==> config.mk <==
export PLATFORM = sky130hd
export DESIGN_NAME = axi2axil_bridge
export DESIGN_NICKNAME = d
export VERILOG_FILES = /design/src/axi2axil_pkg.sv /design/src/axi2axil_bridge.sv /design/src/axi2axil_core.sv /design/src/burst_sequencer.sv /design/src/flow_fifo.sv
export VERILOG_INCLUDE_DIRS = /design/src
export SDC_FILE = /design/constraint.sdc
export NUM_CORES = 1
export LEC_CHECK = 0
export BUFFER_PORTS_ARGS = -buffer_cell sky130_fd_sc_hd__buf_2
export CAP_MARGIN = 20
export CORE_UTILIZATION = 52
export CTS_CLUSTER_SIZE = 12
export DETAILED_ROUTE_END_ITERATION = 10
export HOLD_SLACK_MARGIN = 0.05
export PLACE_DENSITY = 0.83
export SLEW_MARGIN = 25
export SYNTH_ARGS = -nofsm -noshare
export SYNTH_HDL_FRONTEND = slang
export SYNTH_SLANG_ARGS = --single-unit
==> constraint.sdc <==
create_clock -name clk -period 6.6 [get_ports clk]
set_input_delay 0.99 -clock clk [delete_from_list [all_inputs] [get_ports clk]]
set_output_delay 0.99 -clock clk [all_outputs]
set_load 0.02 [all_outputs]
==> src/axi2axil_defs.svh <==
// AXI4 to AXI4-Lite bridge widths and depths
// Shared by the package and the RTL

`ifndef AXI2AXIL_DEFS_SVH
`define AXI2AXIL_DEFS_SVH

// Address and data bus widths
`define AXI_ADDR_WIDTH 12
`define AXI_DATA_WIDTH 32
`define AXI_STRB_WIDTH (`AXI_DATA_WIDTH / 8)

// AXI4 request fields
`define AXI_ID_WIDTH   4
`define AXI_LEN_WIDTH  8
`define AXI_SIZE_WIDTH 3
`define AXI_PROT_WIDTH 3

// Beats in flight per core, request register included
`define AXI_MAX_OUTSTANDING 8

`endif
==> src/axi2axil_pkg.sv <==
// AXI4 to AXI4-Lite bridge types
// Burst and response encodings plus one packed struct per channel

`include "axi2axil_defs.svh"

package axi2axil_pkg;

  // AXI burst encoding, RSVD handled like FIXED
  typedef enum logic [1:0] {
    FIXED  = 2'b00,
    INCR   = 2'b01,
    WRAP   = 2'b10,
    RSVD   = 2'b11
  } burst_t;

  // AXI response encoding
  typedef enum logic [1:0] {
    OKAY   = 2'b00,
    EXOKAY = 2'b01,
    SLVERR = 2'b10,
    DECERR = 2'b11
  } resp_t;

  // ----------------------------------------
  // AXI4 side
  // ----------------------------------------

  // AR and AW request
  typedef struct packed {
    logic [`AXI_ADDR_WIDTH-1:0] addr;
    logic [`AXI_ID_WIDTH-1:0]   id;
    logic [`AXI_LEN_WIDTH-1:0]  len;
    logic [`AXI_SIZE_WIDTH-1:0] size;
    burst_t                     burst;
    logic [`AXI_PROT_WIDTH-1:0] prot;
  } axi_req_t;

  // W beat
  typedef struct packed {
    logic [`AXI_DATA_WIDTH-1:0] data;
    logic [`AXI_STRB_WIDTH-1:0] strb;
    logic                       last;
  } axi_wdata_t;

  // R beat, B reuses it with data zero and last set
  typedef struct packed {
    logic [`AXI_ID_WIDTH-1:0]   id;
    resp_t                      resp;
    logic [`AXI_DATA_WIDTH-1:0] data;
    logic                       last;
  } axi_resp_t;

  // ----------------------------------------
  // AXI4-Lite side
  // ----------------------------------------

  typedef struct packed {
    logic [`AXI_ADDR_WIDTH-1:0] addr;
    logic [`AXI_PROT_WIDTH-1:0] prot;
  } axil_req_t;

  typedef struct packed {
    logic [`AXI_DATA_WIDTH-1:0] data;
    logic [`AXI_STRB_WIDTH-1:0] strb;
  } axil_wdata_t;

  // R and B share this, data unused for B
  typedef struct packed {
    resp_t                      resp;
    logic [`AXI_DATA_WIDTH-1:0] data;
  } axil_resp_t;

  // One entry per outstanding lite beat
  typedef struct packed {
    logic [`AXI_ID_WIDTH-1:0] id;
    logic                     last;
  } tracker_t;

endpackage

==> src/axi2axil_bridge.sv <==
// AXI4 to AXI4-Lite bridge top
// Separate burst cores for the read and the write direction

module axi2axil_bridge (
  input  logic                      clk,
  input  logic                      rst_n,
  // AXI4 read address and data
  input  axi2axil_pkg::axi_req_t    ar,
  input  logic                      ar_valid,
  output logic                      ar_ready,
  output axi2axil_pkg::axi_resp_t   r,
  output logic                      r_valid,
  input  logic                      r_ready,
  // AXI4 write address, data and response
  input  axi2axil_pkg::axi_req_t    aw,
  input  logic                      aw_valid,
  output logic                      aw_ready,
  input  axi2axil_pkg::axi_wdata_t  w,
  input  logic                      w_valid,
  output logic                      w_ready,
  output axi2axil_pkg::axi_resp_t   b,
  output logic                      b_valid,
  input  logic                      b_ready,
  // AXI4-Lite read
  output axi2axil_pkg::axil_req_t   lar,
  output logic                      lar_valid,
  input  logic                      lar_ready,
  input  axi2axil_pkg::axil_resp_t  lr,
  input  logic                      lr_valid,
  output logic                      lr_ready,
  // AXI4-Lite write
  output axi2axil_pkg::axil_req_t   law,
  output logic                      law_valid,
  input  logic                      law_ready,
  output axi2axil_pkg::axil_wdata_t lw,
  output logic                      lw_valid,
  input  logic                      lw_ready,
  input  axi2axil_pkg::axil_resp_t  lb,
  input  logic                      lb_valid,
  output logic                      lb_ready
);

  // ----------------------------------------
  // Read direction, AR to LAR and LR to R
  // ----------------------------------------
  axi2axil_core #(
    .is_read (1'b1)
  ) u_read_core (
    .clk              (clk),
    .rst_n            (rst_n),
    .axi_req          (ar),
    .axi_req_valid    (ar_valid),
    .axi_req_ready    (ar_ready),
    .axi_wdata        (),
    .axi_wdata_valid  (),
    .axi_wdata_ready  (),
    .axi_resp         (r),
    .axi_resp_valid   (r_valid),
    .axi_resp_ready   (r_ready),
    .axil_req         (lar),
    .axil_req_valid   (lar_valid),
    .axil_req_ready   (lar_ready),
    .axil_wdata       (),
    .axil_wdata_valid (),
    .axil_wdata_ready (),
    .axil_resp        (lr),
    .axil_resp_valid  (lr_valid),
    .axil_resp_ready  (lr_ready)
  );

  // ----------------------------------------
  // Write direction, AW and W to LAW and LW, LB to B
  // ----------------------------------------
  axi2axil_core #(
    .is_read (1'b0)
  ) u_write_core (
    .clk              (clk),
    .rst_n            (rst_n),
    .axi_req          (aw),
    .axi_req_valid    (aw_valid),
    .axi_req_ready    (aw_ready),
    .axi_wdata        (w),
    .axi_wdata_valid  (w_valid),
    .axi_wdata_ready  (w_ready),
    .axi_resp         (b),
    .axi_resp_valid   (b_valid),
    .axi_resp_ready   (b_ready),
    .axil_req         (law),
    .axil_req_valid   (law_valid),
    .axil_req_ready   (law_ready),
    .axil_wdata       (lw),
    .axil_wdata_valid (lw_valid),
    .axil_wdata_ready (lw_ready),
    .axil_resp        (lb),
    .axil_resp_valid  (lb_valid),
    .axil_resp_ready  (lb_ready)
  );

endmodule

==> src/axi2axil_core.sv <==
// AXI4 to AXI4-Lite burst core
// Turns one AXI4 request channel into single-beat lite requests and
// folds the lite responses back into AXI4 responses
// is_read picks per-beat read data or one merged write response

`include "axi2axil_defs.svh"

module axi2axil_core #(
  parameter bit is_read = 1'b1
) (
  input  logic                        clk,
  input  logic                        rst_n,
  // AXI4 request, AR or AW
  input  axi2axil_pkg::axi_req_t      axi_req,
  input  logic                        axi_req_valid,
  output logic                        axi_req_ready,
  // AXI4 write data
  input  axi2axil_pkg::axi_wdata_t    axi_wdata,
  input  logic                        axi_wdata_valid,
  output logic                        axi_wdata_ready,
  // AXI4 response, R or B
  output axi2axil_pkg::axi_resp_t     axi_resp,
  output logic                        axi_resp_valid,
  input  logic                        axi_resp_ready,
  // Lite request
  output axi2axil_pkg::axil_req_t     axil_req,
  output logic                        axil_req_valid,
  input  logic                        axil_req_ready,
  // Lite write data
  output axi2axil_pkg::axil_wdata_t   axil_wdata,
  output logic                        axil_wdata_valid,
  input  logic                        axil_wdata_ready,
  // Lite response
  input  axi2axil_pkg::axil_resp_t    axil_resp,
  input  logic                        axil_resp_valid,
  output logic                        axil_resp_ready
);

  import axi2axil_pkg::*;

  // Two slots of the budget sit in the request register
  localparam int req_depth = 2;
  localparam int trk_depth = `AXI_MAX_OUTSTANDING - req_depth;

  axi_req_t                   cur_req;
  logic                       req_held;
  logic                       req_pop;
  logic [`AXI_ADDR_WIDTH-1:0] beat_addr;
  logic                       last_beat;
  logic                       lite_req_xfer;
  logic                       lite_resp_xfer;
  tracker_t                   trk_push;
  tracker_t                   trk_head;
  logic                       trk_ready;
  logic                       trk_valid;

  // ----------------------------------------
  // Request register and sequencer
  // ----------------------------------------
  flow_fifo #(
    .payload_t (axi_req_t),
    .depth     (req_depth)
  ) u_req_fifo (
    .clk        (clk),
    .rst_n      (rst_n),
    .push_valid (axi_req_valid),
    .push_ready (axi_req_ready),
    .push_data  (axi_req),
    .pop_valid  (req_held),
    .pop_ready  (req_pop),
    .pop_data   (cur_req)
  );

  // Lite beat goes out only while the tracker has room for it
  assign axil_req_valid = req_held && trk_ready;
  assign lite_req_xfer  = axil_req_valid && axil_req_ready;
  // Request leaves with its final beat
  assign req_pop        = lite_req_xfer && last_beat;

  burst_sequencer u_burst_sequencer (
    .clk       (clk),
    .rst_n     (rst_n),
    .req       (cur_req),
    .start     (req_pop),
    .beat_done (lite_req_xfer),
    .beat_addr (beat_addr),
    .last_beat (last_beat)
  );

  assign axil_req.addr = beat_addr;
  assign axil_req.prot = cur_req.prot;

  // ----------------------------------------
  // Response tracker
  // ----------------------------------------
  assign trk_push.id   = cur_req.id;
  assign trk_push.last = last_beat;

  flow_fifo #(
    .payload_t (tracker_t),
    .depth     (trk_depth)
  ) u_trk_fifo (
    .clk        (clk),
    .rst_n      (rst_n),
    .push_valid (lite_req_xfer),
    .push_ready (trk_ready),
    .push_data  (trk_push),
    .pop_valid  (trk_valid),
    .pop_ready  (lite_resp_xfer),
    .pop_data   (trk_head)
  );

  // Responses arrive only for tracked beats, head valid is implied
  assign lite_resp_xfer = axil_resp_valid && axil_resp_ready && trk_valid;
  assign axi_resp.id    = trk_head.id;

  // ----------------------------------------
  // Read or write specific paths
  // ----------------------------------------
  if (is_read) begin : gen_read
    // No write data on this side
    assign axil_wdata       = '0;
    assign axil_wdata_valid = 1'b0;
    assign axi_wdata_ready  = 1'b0;

    // Every lite response is one R beat
    assign axi_resp.resp   = axil_resp.resp;
    assign axi_resp.data   = axil_resp.data;
    assign axi_resp.last   = trk_head.last;
    assign axi_resp_valid  = axil_resp_valid;
    assign axil_resp_ready = axi_resp_ready;
  end else begin : gen_write
    resp_t merged_resp;
    logic  b_xfer;

    // W passes straight through, wlast is not needed
    assign axil_wdata.data  = axi_wdata.data;
    assign axil_wdata.strb  = axi_wdata.strb;
    assign axil_wdata_valid = axi_wdata_valid;
    assign axi_wdata_ready  = axil_wdata_ready;

    // Only the last beat produces B, earlier beats drain freely
    assign axi_resp_valid  = axil_resp_valid && trk_head.last;
    assign axil_resp_ready = !trk_head.last || axi_resp_ready;
    assign b_xfer          = axi_resp_valid && axi_resp_ready;

    // First error of the burst wins, otherwise the current beat
    assign axi_resp.resp = (merged_resp != OKAY) ? merged_resp : axil_resp.resp;
    assign axi_resp.data = '0;
    assign axi_resp.last = 1'b1;

    // Merge register, back to OKAY after each B
    always_ff @(posedge clk) begin
      if (!rst_n) begin
        merged_resp <= OKAY;
      end else if (b_xfer) begin
        merged_resp <= OKAY;
      end else if (lite_resp_xfer && merged_resp == OKAY) begin
        merged_resp <= axil_resp.resp;
      end
    end
  end

endmodule

==> src/burst_sequencer.sv <==
// Burst beat sequencer
// Counts beats of the held AXI4 request and forms each beat address
// for INCR, WRAP and FIXED bursts

`include "axi2axil_defs.svh"

module burst_sequencer (
  input  logic                       clk,
  input  logic                       rst_n,
  input  axi2axil_pkg::axi_req_t     req,
  input  logic                       start,
  input  logic                       beat_done,
  output logic [`AXI_ADDR_WIDTH-1:0] beat_addr,
  output logic                       last_beat
);

  import axi2axil_pkg::*;

  logic [`AXI_LEN_WIDTH-1:0]  beat_idx;
  logic [`AXI_ADDR_WIDTH-1:0] incr_addr;
  logic [`AXI_ADDR_WIDTH-1:0] wrap_mask;

  // ----------------------------------------
  // Beat counter
  // ----------------------------------------
  // Cleared when the request leaves the request register, which also
  // covers the last beat transfer of the burst
  always_ff @(posedge clk) begin
    if (!rst_n) begin
      beat_idx <= '0;
    end else if (start) begin
      beat_idx <= '0;
    end else if (beat_done) begin
      beat_idx <= beat_idx + 1'b1;
    end
  end

  assign last_beat = (beat_idx == req.len);

  // ----------------------------------------
  // Address generation
  // ----------------------------------------
  // Byte offset of this beat
  assign incr_addr = req.addr + (`AXI_ADDR_WIDTH'(beat_idx) << req.size);

  // Window size is (len + 1) beats of 2^size bytes
  assign wrap_mask = ((`AXI_ADDR_WIDTH'(req.len) + 1'b1) << req.size) - 1'b1;

  always_comb begin
    case (req.burst)
      INCR: beat_addr = incr_addr;
      // Keep upper bits of the aligned window, wrap the low part
      WRAP: beat_addr = (req.addr & ~wrap_mask) | (incr_addr & wrap_mask);
      // FIXED and reserved type stay on the start address
      default: beat_addr = req.addr;
    endcase
  end

endmodule

==> src/flow_fifo.sv <==
// Valid/ready FIFO built from flops
// Payload type is a parameter, no bypass, so an empty FIFO shows
// new data one cycle after the push

module flow_fifo #(
  parameter type payload_t = logic [7:0],
  parameter int  depth     = 2
) (
  input  logic     clk,
  input  logic     rst_n,
  input  logic     push_valid,
  output logic     push_ready,
  input  payload_t push_data,
  output logic     pop_valid,
  input  logic     pop_ready,
  output payload_t pop_data
);

  localparam int ptr_width = (depth > 1) ? $clog2(depth) : 1;
  localparam int cnt_width = $clog2(depth + 1);

  payload_t             mem [depth];
  logic [ptr_width-1:0] wr_ptr;
  logic [ptr_width-1:0] rd_ptr;
  logic [cnt_width-1:0] count;
  logic                 do_push;
  logic                 do_pop;

  // Pointer step with wrap for any depth, not only powers of two
  function automatic logic [ptr_width-1:0] ptr_step(input logic [ptr_width-1:0] ptr);
    if (ptr == ptr_width'(depth - 1)) begin
      return '0;
    end
    return ptr + 1'b1;
  endfunction

  // ----------------------------------------
  // Handshakes and status
  // ----------------------------------------
  assign push_ready = (count != cnt_width'(depth));
  assign pop_valid  = (count != '0);
  assign do_push    = push_valid && push_ready;
  assign do_pop     = pop_valid && pop_ready;

  // Head entry straight from the array
  assign pop_data = mem[rd_ptr];

  // Storage
  always_ff @(posedge clk) begin
    if (do_push) begin
      mem[wr_ptr] <= push_data;
    end
  end

  // Pointers and fill level
  always_ff @(posedge clk) begin
    if (!rst_n) begin
      wr_ptr <= '0;
      rd_ptr <= '0;
      count  <= '0;
    end else begin
      if (do_push) begin
        wr_ptr <= ptr_step(wr_ptr);
      end
      if (do_pop) begin
        rd_ptr <= ptr_step(rd_ptr);
      end
      // Count moves only when exactly one side transfers
      if (do_push && !do_pop) begin
        count <= count + 1'b1;
      end else if (do_pop && !do_push) begin
        count <= count - 1'b1;
      end
    end
  end

endmodule

# After elaboration in Yosys (flattened, before gate mapping)

Memories as Yosys holds them, arrays and structs flattened. A register that Yosys moved wholly into a read port is not among the register bits.
Cells that the tools add are included.

Register bits after elaboration: 44
Memory bits (writable): 188
Input port bits: 181
Word-level logic and storage cells: 189
Memories kept: 4

$add $sub $neg: 24
Eq/ne operators: 14
Shift operators: 4
Mux-type cells: 67
Bitwise logic cells: 9
Reductions and logical operators: 52

Memories:

| memory                      | words | bits a word | rd ports | clocked after memory_dff | write ports | line            | source |
|---|---|---|---|---|---|---|---|
| u_read_core.u_req_fifo.mem  | 2     | 32          | 1        | 1                        | 1           | flow_fifo.sv:22 | `payload_t mem [depth];` |
| u_write_core.u_req_fifo.mem | 2     | 32          | 1        | 1                        | 1           | flow_fifo.sv:22 |  |
| u_read_core.u_trk_fifo.mem  | 6     | 5           | 1        | 1                        | 1           | flow_fifo.sv:22 |  |
| u_write_core.u_trk_fifo.mem | 6     | 5           | 1        | 1                        | 1           | flow_fifo.sv:22 |  |

Operator list:

| cell                                                                  | number |
|---|---|
| 12-bit AND                                                            | 4 |
| 3-bit two-way mux                                                     | 16 |
| 12-bit case mux with 2 select lines                                   | 2 |
| 1-bit two-way mux                                                     | 44 |
| 1-bit logical AND                                                     | 29 |
| 12-bit adder                                                          | 2 |
| 12-bit inverter                                                       | 2 |
| 12-bit bitwise OR                                                     | 2 |
| 8-bit by 3-bit left shift with 12-bit output                          | 2 |
| 9-bit by 3-bit left shift with 12-bit output                          | 2 |
| 12-bit by 1-bit subtractor with 12-bit output (second input constant) | 2 |
| 3-bit by 1-bit adder with 3-bit output (second input constant)        | 6 |
| 8-bit by 1-bit adder with 9-bit output (second input constant)        | 2 |
| 8-bit by 1-bit adder with 8-bit output (second input constant)        | 2 |
| 8-bit == test                                                         | 2 |
| 2-bit nonzero test                                                    | 7 |
| 3-bit == test (second input constant)                                 | 4 |
| 2-bit two-way mux                                                     | 5 |
| 1-bit logical NOT                                                     | 9 |
| 3-bit != test (second input constant)                                 | 2 |
| 3-bit nonzero test                                                    | 2 |
| 2-bit OR reduction                                                    | 3 |
| 3-bit by 1-bit subtractor with 3-bit output (second input constant)   | 2 |
| 1-bit adder (second input constant)                                   | 4 |
| other kinds (8)                                                       | 13 |

# Longest topological paths before layout

Gate-level depths: netlist of the first run.

Depth after elaboration: 10
Depth in mapped cells: 18
Depth with buffers taken out: 15

# Modules after synthesis

Synthesis of the first run repeated with hierarchy kept, for this count alone.

Cell total of the unflattened synthesis: 1410
Area, all modules: 15125.8 um^2

Modules (own cells, without submodules):

| module                                           | instances | cells an instance | area each (um^2) | sequential area each (um^2) |
|---|---|---|---|---|
| flow_fifo (u_read_core.u_req_fifo ...)           | 2         | 124               | 2551.2           | 2021.9 |
| burst_sequencer (u_write_core.u_burst_sequencer) | 1         | 399               | 2731.4           | 160.2 |
| burst_sequencer (u_read_core.u_burst_sequencer)  | 1         | 378               | 2618.8           | 160.2 |
| flow_fifo (u_write_core.u_trk_fifo)              | 1         | 111               | 1715.4           | 1141.1 |
| flow_fifo (u_read_core.u_trk_fifo)               | 1         | 105               | 1681.6           | 1141.1 |
| axi2axil_core (u_write_core)                     | 1         | 90                | 686.9            | 40.0 |
| axi2axil_core (u_read_core)                      | 1         | 79                | 589.3            | 0.0 |

# Worst setup path after synthesis of the first run

OpenSTA, ideal clock, no wires.

Path kind: flip-flop to output port
Start: register (tool-made name)
End: output law[10] (netlist name)
Arrival time: 4.066 ns
Data required time: 5.610 ns
Slack: 1.544 ns
Stages on the path, launching flop included: 16
Path buffers: 5
Path through: dfxtp_1 buf_4 buf_2 buf_2 buf_1 buf_1 mux2_2 ha_1 a211oi_1 nor2_1 or4_1 a31oi_1 xor2_1 nor2_1 mux2_2 a221o_1

RTL lines:

| what          | line                  | source |
|---|---|---|
| end, declared | axi2axil_bridge.sv:32 | `output axi2axil_pkg::axil_req_t law,` |

==> impl_metrics.prom, run 1 <==
# TYPE chip_impl_metric gauge
chip_impl_info{name="status",value="finished, final reports clean"} 1
chip_impl_metric{name="number_of_global_route_vias_before_repair",unit=""} 9714
chip_impl_metric{name="io-pin-count",unit=""} 335
chip_impl_metric{name="critPathRequiredTime",unit="ns"} 5.61
chip_impl_metric{name="ys_warn_count",unit=""} 0
chip_impl_metric{name="finish.net_count",unit=""} 1555
chip_impl_metric{name="synth_edf_count",unit=""} 188
chip_impl_metric{name="layout-drive-gt1-share",unit=""} 0.205
chip_impl_metric{name="irDropWorstVdd",unit="mV"} 0.227
chip_impl_info{name="worstPathCellList",value="buf_4, mux2i_1, inv_1, ha_1, nand4_1, and4_1, nor4_2, mux2i_1, a211oi_1, nand3_1, or3_1, and2_4, o211ai_2, buf_2"} 1
chip_impl_metric{name="yosysSeqAreaShare",unit=""} 0.468
chip_impl_metric{name="firstDrtPassIters",unit=""} 5
chip_impl_metric{name="routed_wire_per_std_cell",unit="µm"} 18.3
chip_impl_metric{name="worstPathMaxFanout",unit=""} 40
chip_impl_metric{name="detailroute.via_count",unit=""} 9841
chip_impl_metric{name="clock_tree.buffer_depth",unit=""} 3
chip_impl_metric{name="synth-async-reset-ratio",unit=""} 0
chip_impl_metric{name="post-cts-setup-buffer-count",unit=""} 0
chip_impl_metric{name="hold_violations",unit=""} 0
chip_impl_metric{name="placed_cells",unit=""} 1646
chip_impl_info{name="root_buffer",value="sky130_fd_sc_hd__clkbuf_16"} 1
chip_impl_info{name="cts_tree",value="built"} 1
chip_impl_metric{name="clock_skew",unit="ns"} 0.0120
chip_impl_info{name="critical_path_sink_type",value="output port"} 1
chip_impl_metric{name="power_leakage",unit="µW"} 0.00571
chip_impl_metric{name="synthCells",unit=""} 1300
chip_impl_metric{name="grt_pass1_wl",unit="µm"} 49300
chip_impl_metric{name="post_synth_adder_cell_area",unit=""} 0.0372
chip_impl_info{name="synth_area_leaders",value="sky130_fd_sc_hd__edfxtp_1, sky130_fd_sc_hd__dfxtp_1, sky130_fd_sc_hd__buf_4"} 1
chip_impl_info{name="timing.hold.worst.class",value="register to register"} 1
chip_impl_metric{name="track_usage",unit=""} 0.218
chip_impl_metric{name="max-slew-margin-rel",unit=""} 0.324
chip_impl_metric{name="detail_route.drc_violations",unit=""} 0
chip_impl_metric{name="core-area",unit="µm²"} 27000
chip_impl_metric{name="reg2reg_setup_slack",unit="ns"} 2.99
chip_impl_metric{name="number_of_gates_given_a_new_drive_strength_after_cts",unit=""} 0
chip_impl_metric{name="stdcell_count",unit=""} 1698
chip_impl_info{name="setup_repair_after_global_routing_missed_its_margin",value="no"} 1
chip_impl_metric{name="max_freq",unit="MHz"} 168
chip_impl_metric{name="antenna_found_initial",unit=""} 5
chip_impl_metric{name="globalRouteOverflowTotal",unit=""} 0
chip_impl_metric{name="synth_xor_xnor_area_share",unit=""} 0.0534
chip_impl_metric{name="wl",unit="µm"} 31100
chip_impl_info{name="setup.worst_path.class",value="register to output port"} 1
chip_impl_metric{name="floorplan_die_area",unit="µm²"} 28100
chip_impl_info{name="main_combinational_cell_family_by_area_after_synthesis",value="simple AND/OR/NAND/NOR gates"} 1
chip_impl_metric{name="htree_num_levels",unit=""} 1
chip_impl_metric{name="fp.dieH",unit="µm"} 168
chip_impl_metric{name="worst_pin_slew",unit="ns"} 1.01
chip_impl_metric{name="start_util",unit=""} 0.530
chip_impl_metric{name="io_buffers",unit=""} 124
chip_impl_metric{name="drt_iter0_markers",unit=""} 720
chip_impl_metric{name="fillCellCount",unit=""} 2213
chip_impl_metric{name="fin_crit_sh",unit=""} 0.903
chip_impl_info{name="synthMostInstantiatedCell",value="sky130_fd_sc_hd__edfxtp_1"} 1
chip_impl_metric{name="final_max_slew_viol_count",unit=""} 0
chip_impl_info{name="crit_slowest_cell",value="sky130_fd_sc_hd__a211oi_1"} 1
chip_impl_metric{name="synth_seq_cells",unit=""} 240
chip_impl_metric{name="pin_count_of_the_biggest_net_entering_global_routing",unit=""} 41
chip_impl_metric{name="fraction_of_synthesized_area_in_multiplexers",unit=""} 0.113
chip_impl_metric{name="clk-insertion-delay-late",unit="ns"} 0.53
chip_impl_metric{name="path_clk_slew",unit="ns"} 0.06
chip_impl_info{name="ys_dominant_reg_cell",value="sky130_fd_sc_hd__edfxtp_1"} 1
chip_impl_metric{name="stage_delay_of_the_slowest_cell_on_the_critical_path",unit="ns"} 0.52
chip_impl_metric{name="critical_path.n_buffers_inverters",unit=""} 3
chip_impl_metric{name="compound_gate_portion_of_the_synthesized_area",unit=""} 0.104
chip_impl_info{name="cp_top_family",value="simple AND/OR/NAND/NOR gates"} 1
chip_impl_info{name="worstSetupStartpointType",value="register"} 1
chip_impl_metric{name="tns",unit="ns"} 0
chip_impl_metric{name="synth_area",unit="µm²"} 14300
chip_impl_info{name="worst_path_most_repeated_cell",value="sky130_fd_sc_hd__mux2i_1"} 1
chip_impl_info{name="synth.largest_area_cell",value="sky130_fd_sc_hd__edfxtp_1"} 1
chip_impl_metric{name="worst-endpoint-arrival",unit="ns"} 4.97
chip_impl_metric{name="dp_hpwl",unit="µm"} 22800
chip_impl_metric{name="finalSetupViolCount",unit=""} 0
chip_impl_metric{name="postLayoutCoreUtil",unit=""} 0.570
chip_impl_metric{name="gp_routability_congestion",unit=""} 0.913
chip_impl_metric{name="core.rowCount",unit=""} 60
chip_impl_metric{name="area_fraction_in_and_or_nand_and_nor_cells_after_synthesis",unit=""} 0.143
chip_impl_info{name="ys_top_cells_by_count",value="sky130_fd_sc_hd__edfxtp_1, sky130_fd_sc_hd__buf_4, sky130_fd_sc_hd__nand2_1, sky130_fd_sc_hd__nor2_1, sky130_fd_sc_hd__mux2i_1"} 1
chip_impl_metric{name="synth_area_per_cell",unit="µm²"} 11.0
chip_impl_metric{name="finalWorstPathRequiredPeriod",unit="ns"} 5.96
chip_impl_metric{name="die_width",unit="µm"} 168
chip_impl_metric{name="power-per-cell-area",unit="nW/µm²"} 282
chip_impl_metric{name="synth_top_cell_area_share",unit=""} 0.395
chip_impl_metric{name="tritoncts.num_buffers",unit=""} 27
chip_impl_metric{name="syn_to_final_growth",unit="%"} 7.56
chip_impl_metric{name="holdBufCountCts",unit=""} 0
chip_impl_metric{name="count_of_clock_tree_sinks",unit=""} 240
chip_impl_metric{name="vias_per_cell",unit=""} 5.80
chip_impl_metric{name="synthDistinctLibCells",unit=""} 87
chip_impl_metric{name="max_cap_viol_count",unit=""} 0
chip_impl_metric{name="remaining_number_of_nets_flagged_by_the_antenna_check_after_routing",unit=""} 0
chip_impl_metric{name="finalPower",unit="µW"} 4340
[through the flow]
stage | hold WS [ns] | setup slack (ns) | area, µm²
after floorplan | 0.467 | 1.54 | 14400
after global placement | 0.492 | 1.28 | 14500
after detailed placement | 0.508 | 1.23 | 14500
after CTS | 0.516 | 0.636 | 15300
after global routing | 0.555 | 0.238 | 15400
final | 0.513 | 0.638 | 15400
[layout by cell type, fill, tap and decap left out, types with 9 or more instances in the layout]
cell	count
sky130_fd_sc_hd__edfxtp_1	188
sky130_fd_sc_hd__buf_2	124
sky130_fd_sc_hd__nand2_1	102
sky130_fd_sc_hd__nor2_1	92
sky130_fd_sc_hd__mux2i_1	65
sky130_fd_sc_hd__mux2_2	57
sky130_fd_sc_hd__a21oi_1	53
sky130_fd_sc_hd__dfxtp_1	50
sky130_fd_sc_hd__xnor2_1	46
sky130_fd_sc_hd__o21ai_0	42
sky130_fd_sc_hd__xor2_1	41
sky130_fd_sc_hd__ha_1	36
sky130_fd_sc_hd__conb_1	33
sky130_fd_sc_hd__clkbuf_16	30
sky130_fd_sc_hd__nand3_1	27
sky130_fd_sc_hd__and2_1	23
sky130_fd_sc_hd__nor3_1	23
sky130_fd_sc_hd__inv_1	22
sky130_fd_sc_hd__nand4_1	21
sky130_fd_sc_hd__nor2b_1	16
sky130_fd_sc_hd__a21o_1	15
sky130_fd_sc_hd__a31oi_1	13
sky130_fd_sc_hd__a211oi_1	13
sky130_fd_sc_hd__nand2b_1	11
sky130_fd_sc_hd__mux4_2	11
sky130_fd_sc_hd__or3_1	11
sky130_fd_sc_hd__and3_1	9
sky130_fd_sc_hd__clkbuf_1	9
sky130_fd_sc_hd__buf_4	9
[report_power, final]
| part | internal, µW | switching [µW] | total, µW |
|---|---|---|---|
| sequential | 1760 | 94.9 | 1860 |
| combinational | 423 | 621 | 1040 |
| clock | 854 | 583 | 1440 |
| total | 3040 | 1300 | 4340 |
[area by class of cell]
| class | count | area, µm² | share of cell area |
|---|---|---|---|
| clock buffers | 42 | 820 | 0.0534 |
| inverters | 25 | 93.8 | 0.00611 |
| diodes | 3 | 7.51 | 0.000489 |
| well taps | 341 | 427 | 0.0278 |
| flip-flops and latches | 240 | 6690 | 0.436 |
| clock inverters | 7 | 41.3 | 0.00269 |
| multi-input cells | 907 | 6590 | 0.429 |
| repair buffers | 133 | 688 | 0.0448 |
[state kept, by name, indices dropped and copies added, names as in the netlist, named ones only]
name / count
u_write_core.u_req_fifo.wr_ptr: 1
u_write_core.u_burst_sequencer.beat_idx: 8
u_read_core.u_req_fifo.wr_ptr: 1
u_write_core.u_req_fifo.rd_ptr: 1
u_read_core.u_trk_fifo.mem: 30
u_read_core.u_req_fifo.count: 2
u_read_core.u_trk_fifo.rd_ptr: 3
u_read_core.u_trk_fifo.count: 3
u_write_core.u_trk_fifo.wr_ptr: 3
u_write_core.u_req_fifo.count: 2
u_write_core.u_req_fifo.mem: 64
u_read_core.u_req_fifo.rd_ptr: 1
u_read_core.u_trk_fifo.wr_ptr: 3
u_write_core.u_trk_fifo.rd_ptr: 3
u_read_core.u_req_fifo.mem: 64
u_write_core.u_trk_fifo.count: 3
u_write_core.u_trk_fifo.mem: 30
u_write_core.gen_write.merged_resp: 2
u_read_core.u_burst_sequencer.beat_idx: 8
[kinds of logic (layout without fill, tap and decap cells)]
group | count (synthesis) | in the layout
other cells | 2 | 36
simple gates | 392 | 392
xor+xnor | 87 | 87
buf+inv | 184 | 207
mux | 138 | 138
compound gates | 217 | 217
fa+ha+maj | 40 | 40
flops | 240 | 240
[path summary, 6_finish.rpt]
kind,cells after the start,from,to
max,14,register,lar[12]
min,2,u_read_core.u_req_fifo.count[1]$_SDFFE_PN0P_,u_read_core.u_req_fifo.count[1]$_SDFFE_PN0P_
max reg2reg,9,register,u_write_core.u_req_fifo.count[1]$_SDFFE_PN0P_
min reg2reg,2,u_read_core.u_req_fifo.count[1]$_SDFFE_PN0P_,u_read_core.u_req_fifo.count[1]$_SDFFE_PN0P_
[per-layer routing]
metal	GRT usage	share of wire	vias to the layer above
met1	0.255	0.41	4729
met2	0.401	0.51	303
li1	-	-	4736
met5	0	0.00087	-
met3	0.0399	0.056	69
met4	0.0694	0.026	4
[worst register-to-register path, cell delays in order, from the launching register on]
cell,delay (ns)
sky130_fd_sc_hd__dfxtp_2,0.81
sky130_fd_sc_hd__buf_4,0.44
sky130_fd_sc_hd__mux2i_2,0.51
sky130_fd_sc_hd__xor2_1,0.19
sky130_fd_sc_hd__nand4_1,0.11
sky130_fd_sc_hd__nor2_1,0.39
sky130_fd_sc_hd__nand2_1,0.19
sky130_fd_sc_hd__ha_1,0.36
sky130_fd_sc_hd__or3_1,0.37
sky130_fd_sc_hd__a21boi_0,0.17
(Power assumes the default switching activity.)
==> inputs of run 2 (changes only) <==
--- a/config.mk
+++ b/config.mk
@@ -8,11 +8,12 @@
 export LEC_CHECK = 0
 export BUFFER_PORTS_ARGS = -buffer_cell sky130_fd_sc_hd__buf_2
 export CAP_MARGIN = 20
-export CORE_UTILIZATION = 52
+export CORE_UTILIZATION = 56
+export CTS_BUF_LIST = sky130_fd_sc_hd__clkbuf_4
 export CTS_CLUSTER_SIZE = 12
 export DETAILED_ROUTE_END_ITERATION = 10
 export HOLD_SLACK_MARGIN = 0.05
-export PLACE_DENSITY = 0.83
+export PLACE_DENSITY = 0.88
 export SLEW_MARGIN = 25
 export SYNTH_ARGS = -nofsm -noshare
 export SYNTH_HDL_FRONTEND = slang
==> run 2 against run 1 <==
Critical path depth rose by 2. Non-clock buffer count grew 3. Clock power shrank 15%. Hold slack lost 0.046 ns. Core utilization grew 4.0 points. Total power decreased by 4.5%. Die area fell by 7.1%. Critical endpoint is now law[10]. Largest power group unchanged.
==> impl_metrics.prom, run 2 (synthesis gave the netlist of run 1 again) <==
# TYPE chip_impl_metric gauge
chip_impl_info{name="status",value="finished, final reports clean"} 1
chip_impl_metric{name="stdcell_count",unit=""} 1750
chip_impl_metric{name="stage_delay_of_the_slowest_cell_on_the_critical_path",unit="ns"} 0.56
chip_impl_metric{name="multiInputGateArea",unit="µm²"} 6590
chip_impl_metric{name="path_clk_slew",unit="ns"} 0.07
chip_impl_metric{name="gp_routability_congestion",unit=""} 0.902
chip_impl_metric{name="routed_wire_per_std_cell",unit="µm"} 18.3
chip_impl_metric{name="io_buffers",unit=""} 124
chip_impl_metric{name="number_of_global_route_vias_before_repair",unit=""} 9979
chip_impl_metric{name="start_util",unit=""} 0.569
chip_impl_metric{name="track_usage",unit=""} 0.239
chip_impl_metric{name="post-cts-setup-buffer-count",unit=""} 0
chip_impl_metric{name="finish.net_count",unit=""} 1590
chip_impl_metric{name="power-per-cell-area",unit="nW/µm²"} 270
chip_impl_info{name="most_common_cell_after_layout_fill_and_taps_aside",value="sky130_fd_sc_hd__edfxtp_1"} 1
chip_impl_metric{name="htree_num_levels",unit=""} 2
chip_impl_metric{name="pin_count_of_the_biggest_net_entering_global_routing",unit=""} 34
chip_impl_info{name="crit_slowest_cell",value="sky130_fd_sc_hd__dfxtp_2"} 1
chip_impl_metric{name="count_of_clock_tree_sinks",unit=""} 240
chip_impl_info{name="critical_path_sink_type",value="output port"} 1
chip_impl_info{name="final_cell_mix",value="sky130_fd_sc_hd__edfxtp_1, sky130_fd_sc_hd__buf_2, sky130_fd_sc_hd__nand2_1"} 1
chip_impl_metric{name="vias_per_cell",unit=""} 5.85
chip_impl_metric{name="clock_tree.buffer_depth",unit=""} 3
chip_impl_info{name="reg.largest.list",value="u_read_core.u_req_fifo.mem: 64 flops, u_write_core.u_req_fifo.mem: 64 flops"} 1
chip_impl_metric{name="syn_to_final_growth",unit="%"} 7.27
chip_impl_metric{name="final-seq-area",unit="µm²"} 6690
chip_impl_info{name="setup_repair_after_global_routing_missed_its_margin",value="no"} 1
chip_impl_metric{name="worst_r2r_path_depth",unit=""} 9
chip_impl_metric{name="placed_cells",unit=""} 1636
chip_impl_metric{name="tritoncts.num_buffers",unit=""} 59
chip_impl_metric{name="grt_pass1_wl",unit="µm"} 49500
chip_impl_metric{name="layout-drive-gt1-share",unit=""} 0.236
chip_impl_metric{name="power_leakage",unit="µW"} 0.00577
chip_impl_metric{name="detail_route.drc_violations",unit=""} 0
chip_impl_info{name="setup.worst_path.class",value="register to output port"} 1
chip_impl_metric{name="tns",unit="ns"} 0
chip_impl_metric{name="drt_iter0_markers",unit=""} 629
chip_impl_metric{name="dp_hpwl",unit="µm"} 23100
chip_impl_metric{name="fillCellCount",unit=""} 2033
chip_impl_metric{name="irDropWorstVdd",unit="mV"} 0.230
chip_impl_metric{name="clk-insertion-delay-late",unit="ns"} 0.71
chip_impl_metric{name="finalWorstPathRequiredPeriod",unit="ns"} 6.16
chip_impl_metric{name="dpl-instance-area",unit="µm²"} 14500
chip_impl_metric{name="fp.dieH",unit="µm"} 162
chip_impl_metric{name="io-pin-count",unit=""} 335
chip_impl_metric{name="final_max_slew_viol_count",unit=""} 0
chip_impl_metric{name="clock_skew",unit="ns"} 0.0582
chip_impl_info{name="root_buffer",value="sky130_fd_sc_hd__clkbuf_4"} 1
chip_impl_metric{name="max-slew-margin-rel",unit=""} 0.346
chip_impl_info{name="cts_tree",value="built"} 1
chip_impl_metric{name="remaining_number_of_nets_flagged_by_the_antenna_check_after_routing",unit=""} 0
chip_impl_metric{name="worst-endpoint-arrival",unit="ns"} 5.17
chip_impl_metric{name="reg2reg_setup_slack",unit="ns"} 3.09
chip_impl_metric{name="fin_crit_sh",unit=""} 0.934
chip_impl_metric{name="antenna_found_initial",unit=""} 4
chip_impl_metric{name="core.rowCount",unit=""} 58
chip_impl_metric{name="preCtsSetupSlack",unit="ns"} 1.13
chip_impl_metric{name="floorplan_die_area",unit="µm²"} 26100
chip_impl_metric{name="final_setup_margin",unit="ns"} 0.438
chip_impl_info{name="last_element_of_the_critical_path",value="law[10]"} 1
chip_impl_metric{name="critPathRequiredTime",unit="ns"} 5.61
chip_impl_metric{name="worst_pin_slew",unit="ns"} 0.973
chip_impl_metric{name="firstDrtPassIters",unit=""} 5
chip_impl_info{name="timing.hold.worst.class",value="primary input to register"} 1
chip_impl_metric{name="max_cap_viol_count",unit=""} 0
chip_impl_info{name="worst_path_most_repeated_cell",value="sky130_fd_sc_hd__mux2i_1"} 1
chip_impl_metric{name="detailroute.via_count",unit=""} 10200
chip_impl_info{name="worstPathCellList",value="buf_4, mux2i_1, buf_4, mux2i_1, mux2i_1, and2_1, ha_1, o21ai_0, nor2_1, or4_1, a31oi_1, xor2_1, nor2_1, mux2_2, a221o_1, buf_2"} 1
chip_impl_metric{name="final_hold_slack",unit="ns"} 0.467
chip_impl_metric{name="max_freq",unit="MHz"} 162
chip_impl_metric{name="worstPathMaxFanout",unit=""} 27
chip_impl_metric{name="hold_violations",unit=""} 0
chip_impl_metric{name="core-area",unit="µm²"} 25100
chip_impl_metric{name="finalSetupViolCount",unit=""} 0
chip_impl_info{name="worstSetupStartpointType",value="register"} 1
chip_impl_metric{name="wl",unit="µm"} 32000
chip_impl_metric{name="finish.instance_area",unit="µm²"} 15300
chip_impl_info{name="worstReg2RegEnd",value="u_read_core.u_req_fifo.count[1]$_SDFFE_PN0P_"} 1
chip_impl_metric{name="die_width",unit="µm"} 162
chip_impl_metric{name="globalRouteOverflowTotal",unit=""} 0
==> run 2: cell count changes in the layout (fill, tap and decap cells not counted), moves of 2 or more <==
| cell | previous run | this run |
|---|---|---|
| sky130_fd_sc_hd__buf_16 | 0 | 2 |
| sky130_fd_sc_hd__clkinv_1 | 3 | 19 |
| sky130_fd_sc_hd__clkbuf_1 | 9 | 0 |
| sky130_fd_sc_hd__inv_4 | 2 | 0 |
| sky130_fd_sc_hd__clkbuf_16 | 30 | 0 |
| sky130_fd_sc_hd__mux2i_1 | 65 | 63 |
| sky130_fd_sc_hd__clkbuf_8 | 2 | 0 |
| sky130_fd_sc_hd__clkbuf_4 | 1 | 85 |
| sky130_fd_sc_hd__mux2i_2 | 4 | 6 |
==> run 2: final cells by class <==
type | count | share of cell area
antenna | 3 | 0.000490
clock buffer | 85 | 0.0417
clock inverter | 24 | 0.00858
inverter | 25 | 0.00613
multi-input combinational | 907 | 0.430
sequential | 240 | 0.437
tap | 330 | 0.0270
timing repair buffer | 136 | 0.0490
==> run 2: worst min path at each step <==
stage                                                        start                                            end  slack, ns  cells after the start
finish                                                      aw[10]   u_write_core.u_req_fifo.mem[0][10]$_DFFE_PP_       0.47                      1
global route                                                 aw[2]    u_write_core.u_req_fifo.mem[0][2]$_DFFE_PP_       0.41                      1
CTS                                                         aw[10]   u_write_core.u_req_fifo.mem[0][10]$_DFFE_PP_       0.39                      1
detailed placement   u_write_core.u_trk_fifo.count[2]$_SDFFE_PN0P_  u_write_core.u_trk_fifo.count[2]$_SDFFE_PN0P_       0.51                      2
global placement      u_read_core.u_req_fifo.count[1]$_SDFFE_PN0P_   u_read_core.u_req_fifo.count[1]$_SDFFE_PN0P_       0.49                      2
floorplan           u_write_core.u_trk_fifo.rd_ptr[2]$_SDFFE_PN0P_                                       register       0.47                      2
==> run 2: through the flow <==
stage | total power [µW] | utilization
after detailed placement | 2920 | 0.576
after floorplan | 2730 | -
after global routing | 4360 | 0.610
after global placement | 2880 | 0.576
after CTS | 4170 | 0.607
final | 4140 | 0.610
==> run 2: where the power goes <==
part / switching [µW] / internal (µW) / total, µW
Clock: 590 / 638 / 1230
Sequential: 96.0 / 1760 / 1850
Combinational: 624 / 434 / 1060
==> run 2: critical path: cells and delay by family, from the launching register on <==
kind	cells	cell delay (ns)
AO/OA/AOI/OAI	3	0.61
AND/OR/NAND/NOR	4	0.83
buffers and inverters	3	0.88
flip-flops	1	0.56
XOR/XNOR	1	0.22
multiplexers	4	1.03
adder cells (fa/ha/maj)	1	0.33
==> run 2: routing by layer <==
layer  up-vias  routed length [µm]  global-route usage
li1       4846                   -                   -
met1      4903               11700               0.262
met2       410               17000               0.445
met3        73                2390              0.0526
met4         2                 892              0.0935
met5         -                  17                   0
==> run 2: what timing repair did <==
action | CTS | global route
resized for setup | 0 | 1
setup endpoints to repair | 0 | 2
hold buffers | 0 | 0
